File: config.mk
export PLATFORM = sky130hd
export DESIGN_NAME = cdic_host_regs
export DESIGN_NICKNAME = d
export VERILOG_FILES = /design/src/design/cdic_pkg.sv /design/src/design/cdic_host_regs.sv
export SDC_FILE = /design/constraint.sdc
export NUM_CORES = 1
export LEC_CHECK = 0
export BUFFER_PORTS_ARGS = -buffer_cell sky130_fd_sc_hd__buf_2
export CORE_MARGIN = 3
export CORE_UTILIZATION = 24
export DETAILED_ROUTE_END_ITERATION = 10
export PLACE_DENSITY_LB_ADDON = 0.3
export SLEW_MARGIN = 20
export SYNTH_ARGS = -nofsm -noshare
export SYNTH_HDL_FRONTEND = slang
export SYNTH_SLANG_ARGS = --single-unit
File: constraint.sdc
create_clock -name clk -period 11.5 [get_ports clk]
set_clock_uncertainty 0.05 [all_clocks]
set_input_delay 2.3 -clock clk [delete_from_list [all_inputs] [get_ports clk]]
set_output_delay 2.3 -clock clk [all_outputs]
set_load 0.005 [all_outputs]
File: src/design/cdic_pkg.sv
`default_nettype none

package cdic_pkg;

    typedef logic [12:0] word_addr_t;  // address bits 13:1
    typedef logic [15:0] bus_word_t;
    typedef logic [31:0] lba_t;

    parameter int WORDS_PER_SECTOR = 1176;  // 2352 bytes
    parameter int SYNC_WORDS = 6;
    parameter int BANK_WORDS = 1280;  // bank 1 starts at host offset 0x500
    parameter int NUM_BANKS = 2;
    parameter int BANK_SEL_W = $clog2(NUM_BANKS);

    typedef logic [10:0] bank_addr_t;
    typedef logic [BANK_SEL_W-1:0] bank_sel_t;

    // register word offsets
    parameter word_addr_t REG_BASE = 13'h1E00;  // below this is sector RAM
    parameter word_addr_t REG_COMMAND = 13'h1E00;
    parameter word_addr_t REG_TIME_HIGH = 13'h1E01;
    parameter word_addr_t REG_TIME_LOW = 13'h1E02;
    parameter word_addr_t REG_XBUF = 13'h1FFB;
    parameter word_addr_t REG_IVEC = 13'h1FFE;
    parameter word_addr_t REG_DBUF = 13'h1FFF;

    typedef enum logic [15:0] {
        CMD_RESET_MODE1 = 16'h0023,
        CMD_RESET_MODE2 = 16'h0024,
        CMD_READ_MODE1  = 16'h0029,
        CMD_READ_MODE2  = 16'h002A,
        CMD_STOP_CDDA   = 16'h002B,
        CMD_UPDATE      = 16'h002E
    } cdic_cmd_e;

    // time register, written as two halves, decoded as mm:ss:ff in BCD
    typedef union packed {
        struct packed {
            logic [3:0] min_tens;
            logic [3:0] min_ones;
            logic [3:0] sec_tens;
            logic [3:0] sec_ones;
            logic [3:0] frm_tens;
            logic [3:0] frm_ones;
            logic [7:0] reserved;
        } bcd;
        struct packed {
            bus_word_t high;
            bus_word_t low;
        } half;
    } time_reg_t;

endpackage

`default_nettype wire

File: src/design/cdic_host_regs.sv
`default_nettype none

module cdic_host_regs (
    input wire logic clk,
    input wire logic reset,
    input wire cdic_pkg::word_addr_t address,
    input wire cdic_pkg::bus_word_t din,
    output cdic_pkg::bus_word_t dout,
    input wire logic uds,
    input wire logic lds,
    input wire logic write_strobe,
    input wire logic cs,
    output logic bus_ack,
    output logic intreq,
    input wire logic intack,

    output cdic_pkg::bank_addr_t rd_addr,
    input wire cdic_pkg::bus_word_t rd_data[cdic_pkg::NUM_BANKS],

    output logic read_start,
    output cdic_pkg::lba_t start_lba,
    output logic read_stop,
    output logic stop_after_sector,
    input wire logic sector_done,
    input wire logic ready_bank
);
    import cdic_pkg::*;

    bus_word_t command_reg;
    time_reg_t time_reg;
    bus_word_t xbuf_reg;  // bit 15 is the sector interrupt
    bus_word_t ivec_reg;
    logic [15:1] dbuf_reg;  // bit 0 comes from ready_bank
    logic access;
    logic wr_cycle;
    logic rd_cycle;
    logic ram_hit;
    bank_sel_t ram_bank;

    assign access = cs && uds && lds;
    assign wr_cycle = access && write_strobe && bus_ack;
    assign rd_cycle = access && !write_strobe && bus_ack;
    assign intreq = xbuf_reg[15];

    // mm:ss:ff to block address
    always_comb begin
        lba_t mins;
        lba_t secs;
        lba_t frames;

        mins = lba_t'(time_reg.bcd.min_tens) * 10 + lba_t'(time_reg.bcd.min_ones);
        secs = lba_t'(time_reg.bcd.sec_tens) * 10 + lba_t'(time_reg.bcd.sec_ones);
        frames = lba_t'(time_reg.bcd.frm_tens) * 10 + lba_t'(time_reg.bcd.frm_ones);
        start_lba = (mins * 60 + secs) * 75 + frames;
    end

    // which bank a RAM offset falls into
    always_comb begin
        ram_hit = 1'b0;
        ram_bank = '0;
        rd_addr = bank_addr_t'(address);
        for (int b = 0; b < NUM_BANKS; b++) begin
            if (address < REG_BASE &&
                address >= word_addr_t'(b * BANK_WORDS) &&
                address < word_addr_t'((b + 1) * BANK_WORDS)) begin
                ram_hit = 1'b1;
                ram_bank = bank_sel_t'(b);
                rd_addr = bank_addr_t'(address - word_addr_t'(b * BANK_WORDS));
            end
        end
    end

    always_ff @(posedge clk) begin
        read_start <= 1'b0;
        read_stop <= 1'b0;
        stop_after_sector <= 1'b0;

        if (reset) begin
            bus_ack <= 1'b0;
            command_reg <= '0;
            time_reg <= '0;
            xbuf_reg <= '0;
            ivec_reg <= '0;
            dbuf_reg <= '0;
        end else begin
            bus_ack <= access ? ~bus_ack : 1'b0;  // toggles while held

            // command runs the cycle after DBUF bit 15 is written
            if (dbuf_reg[15]) begin
                dbuf_reg[15] <= 1'b0;
                case (cdic_cmd_e'(command_reg))
                    CMD_READ_MODE1, CMD_READ_MODE2: read_start <= 1'b1;
                    CMD_RESET_MODE1, CMD_RESET_MODE2: stop_after_sector <= 1'b1;
                    CMD_STOP_CDDA, CMD_UPDATE: read_stop <= 1'b1;
                    default: begin
                    end
                endcase
            end

            if (rd_cycle && address == REG_XBUF) xbuf_reg[15] <= 1'b0;  // read still saw it set

            if (wr_cycle) begin
                case (address)
                    REG_COMMAND: command_reg <= din;
                    REG_TIME_HIGH: time_reg.half.high <= din;
                    REG_TIME_LOW: time_reg.half.low <= din;
                    REG_XBUF: xbuf_reg <= din;
                    REG_IVEC: ivec_reg <= din;
                    REG_DBUF: begin
                        dbuf_reg <= din[15:1];
                        if (!din[14]) read_stop <= 1'b1;  // drops out of reading
                    end
                    default: begin
                    end
                endcase
            end

            if (sector_done) xbuf_reg[15] <= 1'b1;
        end
    end

    always_comb begin
        case (address)
            REG_COMMAND: dout = command_reg;
            REG_TIME_HIGH: dout = time_reg.half.high;
            REG_TIME_LOW: dout = time_reg.half.low;
            REG_XBUF: dout = xbuf_reg;
            REG_IVEC: dout = ivec_reg;
            REG_DBUF: dout = {dbuf_reg, ready_bank};
            default: dout = ram_hit ? rd_data[ram_bank] : '0;  // valid on the bus_ack cycle
        endcase

        // vector fetch during interrupt acknowledge
        if (intack) dout = {ivec_reg[7:0], ivec_reg[7:0]};
    end

    // host must only trigger commands this controller implements
    a_known_command :
    assert property (@(posedge clk) disable iff (reset)
        dbuf_reg[15] |-> command_reg inside {CMD_RESET_MODE1, CMD_RESET_MODE2,
                                             CMD_READ_MODE1, CMD_READ_MODE2,
                                             CMD_STOP_CDDA, CMD_UPDATE});

endmodule

`default_nettype wire

==> key figures <==
Clock network
  • CTS Buf Count: 9
  • Clock Root Buffer: clkbuf_16
  • CTS Sinks: ~100
  • Worst-path clk slew: roughly 0.07 ns
  • # H-tree levels: 3
  • Worst-Skew Late Latency: about 0.35 ns
  • # hold bufs at CTS: 0
  • Clk buf depth: 2
  • CTS tree: done

Place
  • Pre-CTS WS: approximately 0.44 ns
  • GP Congestion: between 0.8 and 0.9
  • Dpl hpwl: 20270 µm
  • Buffers on Ports: 124

Power and ir drop
  • PnR Total Power: 747.2 µW
  • Worst IR Drop VDD: about 0.000096 V
  • PD cells: roughly 69 nW/µm²
  • Pleak: 5.328 nW

Synth
  • EDFF count, synth: 0
  • Synth top area share: 0.2133
  • Seq/Total Area, Yosys: 0.2133
  • Top-count cell post-synth: nand2_1
  • Post-Syn Area: between 9000 and 10000 µm²
  • Syn Area/Cell: 8.433 µm²
  • Yosys warnings: 0
  • Main area contributors after synthesis: dfxtp_1 21%, ha_1 17%, fa_1 11%, mux2i_1 6.7%, nand2_1 5.8%
  • Ys async rst share: 0
  • Top post-synthesis cells by count: 143 x nand2_1, 125 x inv_1, 123 x ha_1
  • Seq cells post-synth: about 100
  • Yosys top cell by area: dfxtp_1
  • Cell count after synthesis: roughly 1100
  • Ys flop type: dfxtp_1
  • Distinct cell type count after synthesis: 62

STA
  • Tcrit/Tclk final: 0.9516
  • Setup-failing EPs final: 0
  • Fmax: between 0.09 and 0.1 GHz
  • Unrepaired setup endpoints after global routing: true
  • Final setup margin: ~0.56 ns
  • Hold slack: around 0.40 ns
  • Final hold viol count: 0
  • Fin crit period: 10.94 ns
  • Count of pins over their slew limit: 0
  • Slew HR: 0.2672
  • Slew @ Worst Pin: around 1.1 ns
  • Setup TNS: 0 ns

Route
  • DRT antenna net count: 0
  • Vias: around 7700
  • DRC: 0
  • Routed vias/inst: about 4.5
  • Drt pass-1 iters: 5
  • Routed WL: around 26000 µm
  • Avg WL per Cell: 15.04 µm
  • Initial DRC count: between 400 and 500

Cells and area
  • Layout cells sized above 1: 0.1654
  • Final core utilization: 0.2849
  • Fillers: 4141
  • Max reg flops: 32
  • Layout Area Growth over Synthesis: 16.31%
  • Final #Nets: between 1000 and 1500

Worst setup path
  • Critical R2R Launch: bus_ack$_SDFF_PP0_
  • Worst r2r dst: time_reg[30]$_SDFFE_PP0P_
  • Critical path peak fanout: 5
  • Largest stage delay on the critical path: between 0.5 and 0.6 ns
  • Startpoint class of the critical path: flop
  • Crit path capture type: primary output
  • Critical Path RT: 9.15 ns
  • Slowest stage cell on the critical path: fa_1
  • Crit Path Category: reg2out
  • Worst R2R Path Depth: 5
  • R2R Setup Slk: between 9 and 10 ns
  • Worst EP arrival: roughly 8.6 ns
  • CP dominant cell by count: ha_1

Min path
  • WHS Endpoint: time_reg[3]$_SDFFE_PP0P_
  • Worst hold path class: reg2reg
  • Min-Delay Path Depth: 2
  • Critical hold path startpoint: time_reg[3]$_SDFFE_PP0P_

GRT
  • Grt ovf: 0
  • Vias in the first global route: ~7500
  • Initial antenna violation count: 1
  • Largest net degree at the start of global routing: 98
  • First-pass GRT wire length: roughly 41000 µm
  • Total global-route track usage: 0.1218

Die
  • # rows: 71
  • Area of the die: 41120 µm²
  • Die height: 202.8 µm
  • Core ar.: ~38000 µm²
  • Starting density of the core: 0.2450
  • Num ports: ~130
  • Chip width: 202.8 µm

Flow run
  • Max-cap violations: 0

Status
  • Status: complete, no violations
[worst max-delay path: cells and delay by family, from the launching register on]
family          cells  cell delay, ns
fa+ha+maj          11            4.02
buf+inv             5            0.48
simple gates        6            1.39
flops               1            0.45
xor+xnor            3            0.80
compound gates      7            1.09
[cell type report]
class / count / area [µm²] / share of cell area
Multi-Input combinational cell: 828 / 6676 / 0.6177
Sequential cell: 99 / 1983 / 0.1835
Timing Repair Buffer: 136 / 710.7 / 0.06576
Tap cell: 511 / 639.4 / 0.05916
Inverter: 125 / 469.2 / 0.04341
Clock buffer: 11 / 252.7 / 0.02338
Clock inverter: 4 / 73.82 / 0.006830
Antenna cell: 1 / 2.502 / 0.0002315
[metrics by stage]
step	area, µm²	instances
floorplan	9323	1110
global placement	10320	1694
detailed placement	10320	1694
CTS	10650	1709
global route	10810	1714
finish	10810	1715
[logic make-up after synthesis]
family,count (synthesis),share of synthesized area
DFF,99,0.2133
AOI/OAI and AO/OA,216,0.1480
adders and majority gates,176,0.2798
and+or+nand+nor,304,0.1461
buffers and inverters,183,0.08442
muxes,76,0.08375
other,1,0.0004035
xor gates and xnor gates,47,0.04430
[routing by layer]
layer  track usage  part of all wire  vias up
met3       0.01523             0.036       20
met2        0.2060              0.49      116
met5             0                 0        -
li1              -                 -     3898
met4       0.02425             0.010        0
met1        0.1676              0.46     3683
[where the power goes]
| part | total (mW) | switching [mW] | internal, mW |
|---|---|---|---|
| registers | 0.343 | 0.000299 | 0.343 |
| clock network | 0.336 | 0.134 | 0.201 |
| logic | 0.0681 | 0.0418 | 0.0263 |
| total | 0.747 | 0.176 | 0.571 |
[placed cells by master (no fill, tap or decap), types with 4 or more instances in the layout]
master,instances
xor2_2,7
fa_1,53
dfxtp_1,98
nand3_1,13
xnor2_1,26
nor2b_1,11
nand2b_1,8
mux2_2,14
a2bb2oi_1,6
mux2i_1,62
xnor2_2,4
o21ai_1,4
conb_1,9
nand2_1,143
buf_2,124
ha_1,123
nor3_1,10
o21a_1,12
buf_4,12
a21o_1,16
nor2_1,85
a21oi_1,104
inv_1,125
a211oi_1,12
a22oi_1,8
nand4_1,5
clkbuf_16,9
xor2_1,10
and3_1,6
o221ai_1,8
o21ai_0,13
o221a_2,7
[worst max-delay path by stage]
stage	end	depth (start not counted)	start	slack [ns]
3_5_place_dp	start_lba[21]	32	time_reg[30]$_SDFFE_PP0P_	0.44
3_3_place_gp	start_lba[16]	30	time_reg[30]$_SDFFE_PP0P_	0.53
2_1_floorplan	start_lba[21]	31	time_reg[30]$_SDFFE_PP0P_	1.46
6_report	start_lba[15]	32	time_reg[30]$_SDFFE_PP0P_	0.56
5_1_grt	start_lba[21]	32	time_reg[30]$_SDFFE_PP0P_	-0.03
4_1_cts	start_lba[16]	30	time_reg[30]$_SDFFE_PP0P_	0.04
[repair_timing]
item	CTS	global route
gates resized for setup	0	21
buffers inserted	0	5
endpoints found under the setup margin	0	10
Power figures use the tool's default switching activity.
