$ cat config.mk
export PLATFORM = sky130hd
export DESIGN_NAME = cdic_sector_reader_flat
export DESIGN_NICKNAME = d
export VERILOG_FILES = /design/src/design/cdic_pkg.sv /design/src/design/sector_wr_if.sv /design/src/design/cdic_sector_reader.sv /design/src/flat_wrapper.sv
export SDC_FILE = /design/constraint.sdc
export NUM_CORES = 1
export LEC_CHECK = 0
export BUFFER_PORTS_ARGS = -buffer_cell sky130_fd_sc_hd__buf_2
export CORE_ASPECT_RATIO = 2
export CORE_MARGIN = 2
export CORE_UTILIZATION = 39
export CTS_BUF_LIST = sky130_fd_sc_hd__clkbuf_8
export CTS_CLUSTER_DIAMETER = 60
export DETAILED_ROUTE_END_ITERATION = 10
export PLACE_DENSITY = 0.71
export SYNTH_ARGS = -nofsm -noshare
export SYNTH_HDL_FRONTEND = slang
export SYNTH_SLANG_ARGS = --single-unit
$ cat constraint.sdc
create_clock -name clk -period 5.3 [get_ports clk]
set_input_delay 1.06 -clock clk [delete_from_list [all_inputs] [get_ports clk]]
set_output_delay 1.06 -clock clk [all_outputs]
set_load 0.05 [all_outputs]
$ cat src/design/cdic_pkg.sv
`default_nettype none

package cdic_pkg;

    typedef logic [12:0] word_addr_t;  // address bits 13:1
    typedef logic [15:0] bus_word_t;
    typedef logic [31:0] lba_t;

    parameter int WORDS_PER_SECTOR = 1176;  // 2352 bytes
    parameter int SYNC_WORDS = 6;
    parameter int BANK_WORDS = 1280;  // bank 1 starts at host offset 0x500
    parameter int NUM_BANKS = 2;
    parameter int BANK_SEL_W = $clog2(NUM_BANKS);

    typedef logic [10:0] bank_addr_t;
    typedef logic [BANK_SEL_W-1:0] bank_sel_t;

    // register word offsets
    parameter word_addr_t REG_BASE = 13'h1E00;  // below this is sector RAM
    parameter word_addr_t REG_COMMAND = 13'h1E00;
    parameter word_addr_t REG_TIME_HIGH = 13'h1E01;
    parameter word_addr_t REG_TIME_LOW = 13'h1E02;
    parameter word_addr_t REG_XBUF = 13'h1FFB;
    parameter word_addr_t REG_IVEC = 13'h1FFE;
    parameter word_addr_t REG_DBUF = 13'h1FFF;

    typedef enum logic [15:0] {
        CMD_RESET_MODE1 = 16'h0023,
        CMD_RESET_MODE2 = 16'h0024,
        CMD_READ_MODE1  = 16'h0029,
        CMD_READ_MODE2  = 16'h002A,
        CMD_STOP_CDDA   = 16'h002B,
        CMD_UPDATE      = 16'h002E
    } cdic_cmd_e;

    // time register, written as two halves, decoded as mm:ss:ff in BCD
    typedef union packed {
        struct packed {
            logic [3:0] min_tens;
            logic [3:0] min_ones;
            logic [3:0] sec_tens;
            logic [3:0] sec_ones;
            logic [3:0] frm_tens;
            logic [3:0] frm_ones;
            logic [7:0] reserved;
        } bcd;
        struct packed {
            bus_word_t high;
            bus_word_t low;
        } half;
    } time_reg_t;

endpackage

`default_nettype wire

$ cat src/design/sector_wr_if.sv
`default_nettype none

// sector words from the reader toward the banks, no back-pressure
interface sector_wr_if;
    import cdic_pkg::*;

    logic wr_en;  // one word per cycle while high
    bank_sel_t wr_bank;  // only the matching bank stores
    bank_addr_t wr_addr;
    bus_word_t wr_data;

    modport reader_mp(
        output wr_en,
        output wr_bank,
        output wr_addr,
        output wr_data
    );

    modport bank_mp(
        input wr_en,
        input wr_bank,
        input wr_addr,
        input wr_data
    );

endinterface

`default_nettype wire

$ cat src/design/cdic_sector_reader.sv
`default_nettype none

module cdic_sector_reader #(
    parameter int sector_period = 300000
) (
    input wire logic clk,
    input wire logic reset,
    input wire logic read_start,  // pulse, loads start_lba
    input wire cdic_pkg::lba_t start_lba,
    input wire logic read_stop,  // pulse, stop at once
    input wire logic stop_after_sector,  // pulse, also loads start_lba
    output logic cd_hps_req,
    input wire logic cd_hps_ack,
    input wire logic cd_hps_data_valid,
    input wire cdic_pkg::bus_word_t cd_hps_data,
    output cdic_pkg::lba_t cd_hps_lba,
    output logic sector_done,
    output logic ready_bank,  // bank holding the last full sector
    sector_wr_if.reader_mp wr
);
    import cdic_pkg::*;

    localparam int TIMER_W = $clog2(sector_period);
    localparam int IDX_W = $clog2(WORDS_PER_SECTOR + 1);
    localparam logic [IDX_W-1:0] IDX_IDLE = IDX_W'(WORDS_PER_SECTOR);
    localparam logic [IDX_W-1:0] IDX_LAST = IDX_W'(WORDS_PER_SECTOR - 1);
    localparam logic [IDX_W-1:0] IDX_FIRST_DATA = IDX_W'(SYNC_WORDS);

    logic [TIMER_W-1:0] sector_timer;  // models the disc rotation
    logic reading;
    logic stop_pending;
    logic [IDX_W-1:0] word_idx;  // sits at IDX_IDLE between sectors
    bank_addr_t fill_addr;
    bank_sel_t fill_bank;
    logic in_sector;
    logic payload_word;

    assign in_sector = word_idx < IDX_IDLE;
    assign payload_word = cd_hps_data_valid && in_sector && word_idx >= IDX_FIRST_DATA;

    // free running, independent of reading
    always_ff @(posedge clk) begin
        if (reset || sector_timer == '0) begin
            sector_timer <= TIMER_W'(sector_period - 1);
        end else begin
            sector_timer <= sector_timer - 1'b1;
        end
    end

    always_ff @(posedge clk) begin
        sector_done <= 1'b0;

        if (reset) begin
            reading <= 1'b0;
            stop_pending <= 1'b0;
            cd_hps_req <= 1'b0;
            cd_hps_lba <= '0;
            word_idx <= IDX_IDLE;
            fill_addr <= '0;
            fill_bank <= '0;
            ready_bank <= 1'b0;
        end else begin
            if (cd_hps_ack) cd_hps_req <= 1'b0;

            if (cd_hps_data_valid && in_sector) begin
                word_idx <= word_idx + 1'b1;
                if (payload_word) fill_addr <= fill_addr + 1'b1;  // sync words skipped

                if (word_idx == IDX_LAST) begin
                    ready_bank <= ~ready_bank;
                    cd_hps_lba <= cd_hps_lba + 1'b1;
                    sector_done <= 1'b1;
                    if (stop_pending) begin
                        reading <= 1'b0;
                        stop_pending <= 1'b0;
                    end
                end
            end

            // one cycle ahead of the timer wrap
            if (reading && sector_timer == TIMER_W'(1)) begin
                cd_hps_req <= 1'b1;
                word_idx <= '0;
                fill_addr <= '0;
                fill_bank <= bank_sel_t'(~ready_bank);
            end

            if (stop_after_sector) begin
                cd_hps_lba <= start_lba;
                stop_pending <= reading;
            end

            if (read_stop) begin
                reading <= 1'b0;
                stop_pending <= 1'b0;
            end

            if (read_start) begin
                reading <= 1'b1;
                stop_pending <= 1'b0;
                cd_hps_lba <= start_lba;
            end
        end
    end

    assign wr.wr_en = payload_word;
    assign wr.wr_bank = fill_bank;
    assign wr.wr_addr = fill_addr;
    assign wr.wr_data = cd_hps_data;

    // drive must not send more than one sector per request
    a_no_word_past_sector :
    assert property (@(posedge clk) disable iff (reset)
        cd_hps_data_valid |-> word_idx != IDX_IDLE);

endmodule

`default_nettype wire

$ cat src/flat_wrapper.sv
// flat-port wrapper written by rule: the top's interface ports become plain ports
module cdic_sector_reader_flat import cdic_pkg::*;
#(
    parameter int sector_period = 300000
)
  (clk, reset, read_start, start_lba, read_stop, stop_after_sector, cd_hps_req, cd_hps_ack, cd_hps_data_valid, cd_hps_data, cd_hps_lba, sector_done, ready_bank, wr_wr_en, wr_wr_bank, wr_wr_addr, wr_wr_data);
  sector_wr_if wr_i ();
  input wire logic clk;
  input wire logic reset;
  input wire logic read_start;
  input wire cdic_pkg::lba_t start_lba;
  input wire logic read_stop;
  input wire logic stop_after_sector;
  output logic cd_hps_req;
  input wire logic cd_hps_ack;
  input wire logic cd_hps_data_valid;
  input wire cdic_pkg::bus_word_t cd_hps_data;
  output cdic_pkg::lba_t cd_hps_lba;
  output logic sector_done;
  output logic ready_bank;
  output wire logic [$bits(wr_i.wr_en)-1:0] wr_wr_en;
  output wire logic [$bits(wr_i.wr_bank)-1:0] wr_wr_bank;
  output wire logic [$bits(wr_i.wr_addr)-1:0] wr_wr_addr;
  output wire logic [$bits(wr_i.wr_data)-1:0] wr_wr_data;
  assign wr_wr_en = wr_i.wr_en;
  assign wr_wr_bank = wr_i.wr_bank;
  assign wr_wr_addr = wr_i.wr_addr;
  assign wr_wr_data = wr_i.wr_data;
  cdic_sector_reader #(.sector_period(sector_period)) u_core (.clk(clk), .reset(reset), .read_start(read_start), .start_lba(start_lba), .read_stop(read_stop), .stop_after_sector(stop_after_sector), .cd_hps_req(cd_hps_req), .cd_hps_ack(cd_hps_ack), .cd_hps_data_valid(cd_hps_data_valid), .cd_hps_data(cd_hps_data), .cd_hps_lba(cd_hps_lba), .sector_done(sector_done), .ready_bank(ready_bank), .wr(wr_i));
endmodule
==> impl_metrics.csv <==
group,metric,value,unit
critical_path,crit_slowest_cell,"a2111oi_0",
critical_path,cp.arrival,2.21,ns
grt,grt_pass1_vias,3742,
floorplan,die_h,148.6,µm
synthesis,syn_nets,543,
route,drt_wl_total,9.955,mm
route,num_vias,3728,
layout,antenna_cells,0,
critical_path,worstSetupPathType,"reg -> out",
synthesis,synthCells,482,
place,port_buffers,86,
cts,clock_latency,0.36,ns
route,ant_nets,0,
layout,n_fill_cell,1021,
route,drt-vias-per-instance,5.482,
worst_hold_path,hold_path_class,"reg -> reg",
sta,drv_slew,0,
cts,root_buffer,"clkbuf_8",
sta,min_period,3.267,ns
synthesis,synth_cell_types,48,
cts,cts_tree,"yes",
route,drt_pre_antenna_iters,4,
grt,grt_first_pass_wirelength,16.64,mm
critical_path,cp-startpoint,"u_core.word_idx[2]",
grt,grt_overflow,0,
critical_path,reg2reg_from,"u_core.sector_timer[4]",
critical_path,worstSetupEndpointType,"output port",
synthesis,synth_fa_ha_area_frac,0.01841,
cts,clk_pin_slew,0.07,ns
synthesis,synth-simple-area-share,0.3029,
floorplan,ios,119,
route,drt_iter0_markers,209,
critical_path,cp_max_fo,11,
layout,final_common_cell,"buf_2",
cts,ctsResizeCount,0,
critical_path,max_stage_delay,0.59,ns
worst_hold_path,min_from,"u_core.sector_timer[0]",
cts,clock-sinks,79,
layout,fin_area,4696,µm²
sta,timing_worst_slew_pin_value,0.9024,ns
route,drc,0,
power_and_ir_drop,ir_drop,0.1569,mV
critical_path,worst-path-buf-inv,1,
place,placed_cell_area,4474,µm²
grt,grt_usage,0.1805,
place,routabilityCongestion,0.9128,
synthesis,synth-compound-area-share,0.09696,
sta,hold-worst-slack,0.4630,ns
synthesis,syn-mean-instance-area,8.460,µm²
sta,setup_viol,0,
synthesis,synth-edff-count,0,
sta,fin_ws,2.033,ns
floorplan,die_area,11340,µm²
synthesis,ys_seq_area_frac,0.3878,
grt,grt_max_degree,61,
cts,clockBufferDepth,2,
synthesis,yosys.area.top_type,"dfxtp_1",
run_status,status,"finished clean",
power_and_ir_drop,leakagePower,0.001832,µW
cts,postCtsHoldBufs,0,
cts,cts_buffers,9,
place,dp_slack,2.177,ns
power_and_ir_drop,p_per_area,275.3,nW/µm²
sta,slew-limit-headroom,0.3984,
cts,post-cts-setup-buffers,0,
synthesis,synth_top_family_by_area,"simple AND/OR/NAND/NOR gates",
sta,finalHoldViolCount,0,
synthesis,ys_seq_elements,79,
floorplan,rows,52,
critical_path,worstPathCellList,"a2111oi_0 -> and3_1 -> nor2_1 -> buf_2",
layout,finalNetCount,601,
synthesis,syn_area,4078,µm²
synthesis,synth-main-ff-cell,"dfxtp_1",
layout,stdcell_count,680,
floorplan,coreArea,10150,µm²
floorplan,initial_core_util,0.4018,
synthesis,muxShareOfSynthArea,0.004909,
layout,area_growth,15.16,%
synthesis,synthArstFlopShare,0,
sta,rsz0062_at_grt,"no",
synthesis,yosysWarnings,0,
layout,final_cell_mix,"86 x buf_2, 79 x dfxtp_1, 67 x nor2_1",
critical_path,start_kind,"flip-flop",
critical_path,required,4.24,ns
grt,antenna_found_initial,0,
synthesis,synthXorXnorAreaFrac,0.1246,
sta,fmax,0.3061,GHz
cts,h-tree-depth,3,
place,dp_cells,664,
floorplan,die_w,76.31,µm
synthesis,synth.area.top_cells,"dfxtp_1 39%, xnor2_1 6.9%, nor2_1 6.3%",
route,post_drt_wl_per_cell,14.64,µm
sta,tns,0,ns
flow_run,maxCapViolations,0,
critical_path,critical_path.top_delay_family,"simple AND/OR/NAND/NOR gates",
layout,drive_gt1_frac,0.2073,
place,dp_hpwl,7.344,mm
synthesis,yosys.area.top_type_share,0.3878,
sta,period_share,0.6163,
sta,skew,0.01333,ns
[worst reg2reg max path, cell delays in order, from the launching register on]
cell and delay, ns:
dfxtp_1 0.35, nor4_1 0.66, nand2_1 0.15, or4_1 0.72
nand2b_1 0.56, nor2_1 0.12
[cell families (layout without fill, tap and decap cells)]
group	after synthesis	count (layout)
AOI/OAI and AO/OA	54	54
xor gates and xnor gates	58	58
adders and majority gates	6	6
buffers and inverters	51	114
DFF	79	79
muxes	2	2
and+or+nand+nor	232	232
[through the flow]
stage                     power, µW  utilization
after floorplan               793.4            -
after global placement        807.6       0.4408
after detailed placement      809.6       0.4408
after CTS                      1310       0.4626
after global routing           1350       0.4626
final                          1293       0.4626
[per-layer routing]
layer	vias up	global-route usage	routed length, µm
met5	-	0	0
met4	0	0.1073	295
met3	28	0.03459	417
met2	108	0.3305	5435
met1	1768	0.1886	3807
li1	1824	-	-
[report_power, final]
part	switching (µW)	internal [µW]
Combinational	111	44.9
Sequential	27.1	613
Clock	220	276
Total	358	935
[state kept, by name, indices dropped and copies added (netlist names)]
register / count
u_core.cd_hps_lba: 32
u_core.sector_timer: 19
u_core.word_idx: 11
u_core.wr.wr_addr: 11
u_core.cd_hps_req: 1
u_core.reading: 1
u_core.ready_bank: 1
u_core.sector_done: 1
u_core.stop_pending: 1
u_core.wr.wr_bank: 1
[worst paths after layout]
path,endpoint,slack (ns),depth (start not counted)
setup / recovery,wr_wr_en,2.03,4
hold / removal,u_core.sector_timer[0],0.46,1
setup reg to reg,u_core.wr.wr_addr[7],2.61,5
hold reg to reg,u_core.sector_timer[0],0.46,1
[final cells by class]
type / count / area [µm²] / area share
Clock inverter: 6 / 83.83 / 0.01785
Tap cell: 135 / 168.9 / 0.03597
Clock buffer: 10 / 137.6 / 0.02931
Sequential cell: 79 / 1582 / 0.3368
Multi-Input combinational cell: 352 / 2241 / 0.4772
Inverter: 10 / 37.54 / 0.007994
Timing Repair Buffer: 88 / 445.4 / 0.09486
[synthesized netlist by cell type (2+ instances only)]
cell type	instances
a311oi_1	5
o21bai_1	4
nand3_1	21
nor2_1	68
clkbuf_1	19
o21ai_0	6
a21oi_1	3
a21o_1	4
buf_4	18
mux2i_1	2
a211oi_1	23
ha_1	6
nor4b_1	3
buf_2	3
and4_1	6
and3_1	6
nand2b_1	4
nand4_1	20
dfxtp_1	79
nand2_1	39
xnor2_1	32
or4_1	4
xor2_1	26
nand3b_1	2
nor3_1	14
nor3b_1	5
o41ai_1	3
or3_1	7
nor4_1	20
inv_1	10
and3_2	2
a2111oi_0	2
(Power assumes the default switching activity.)
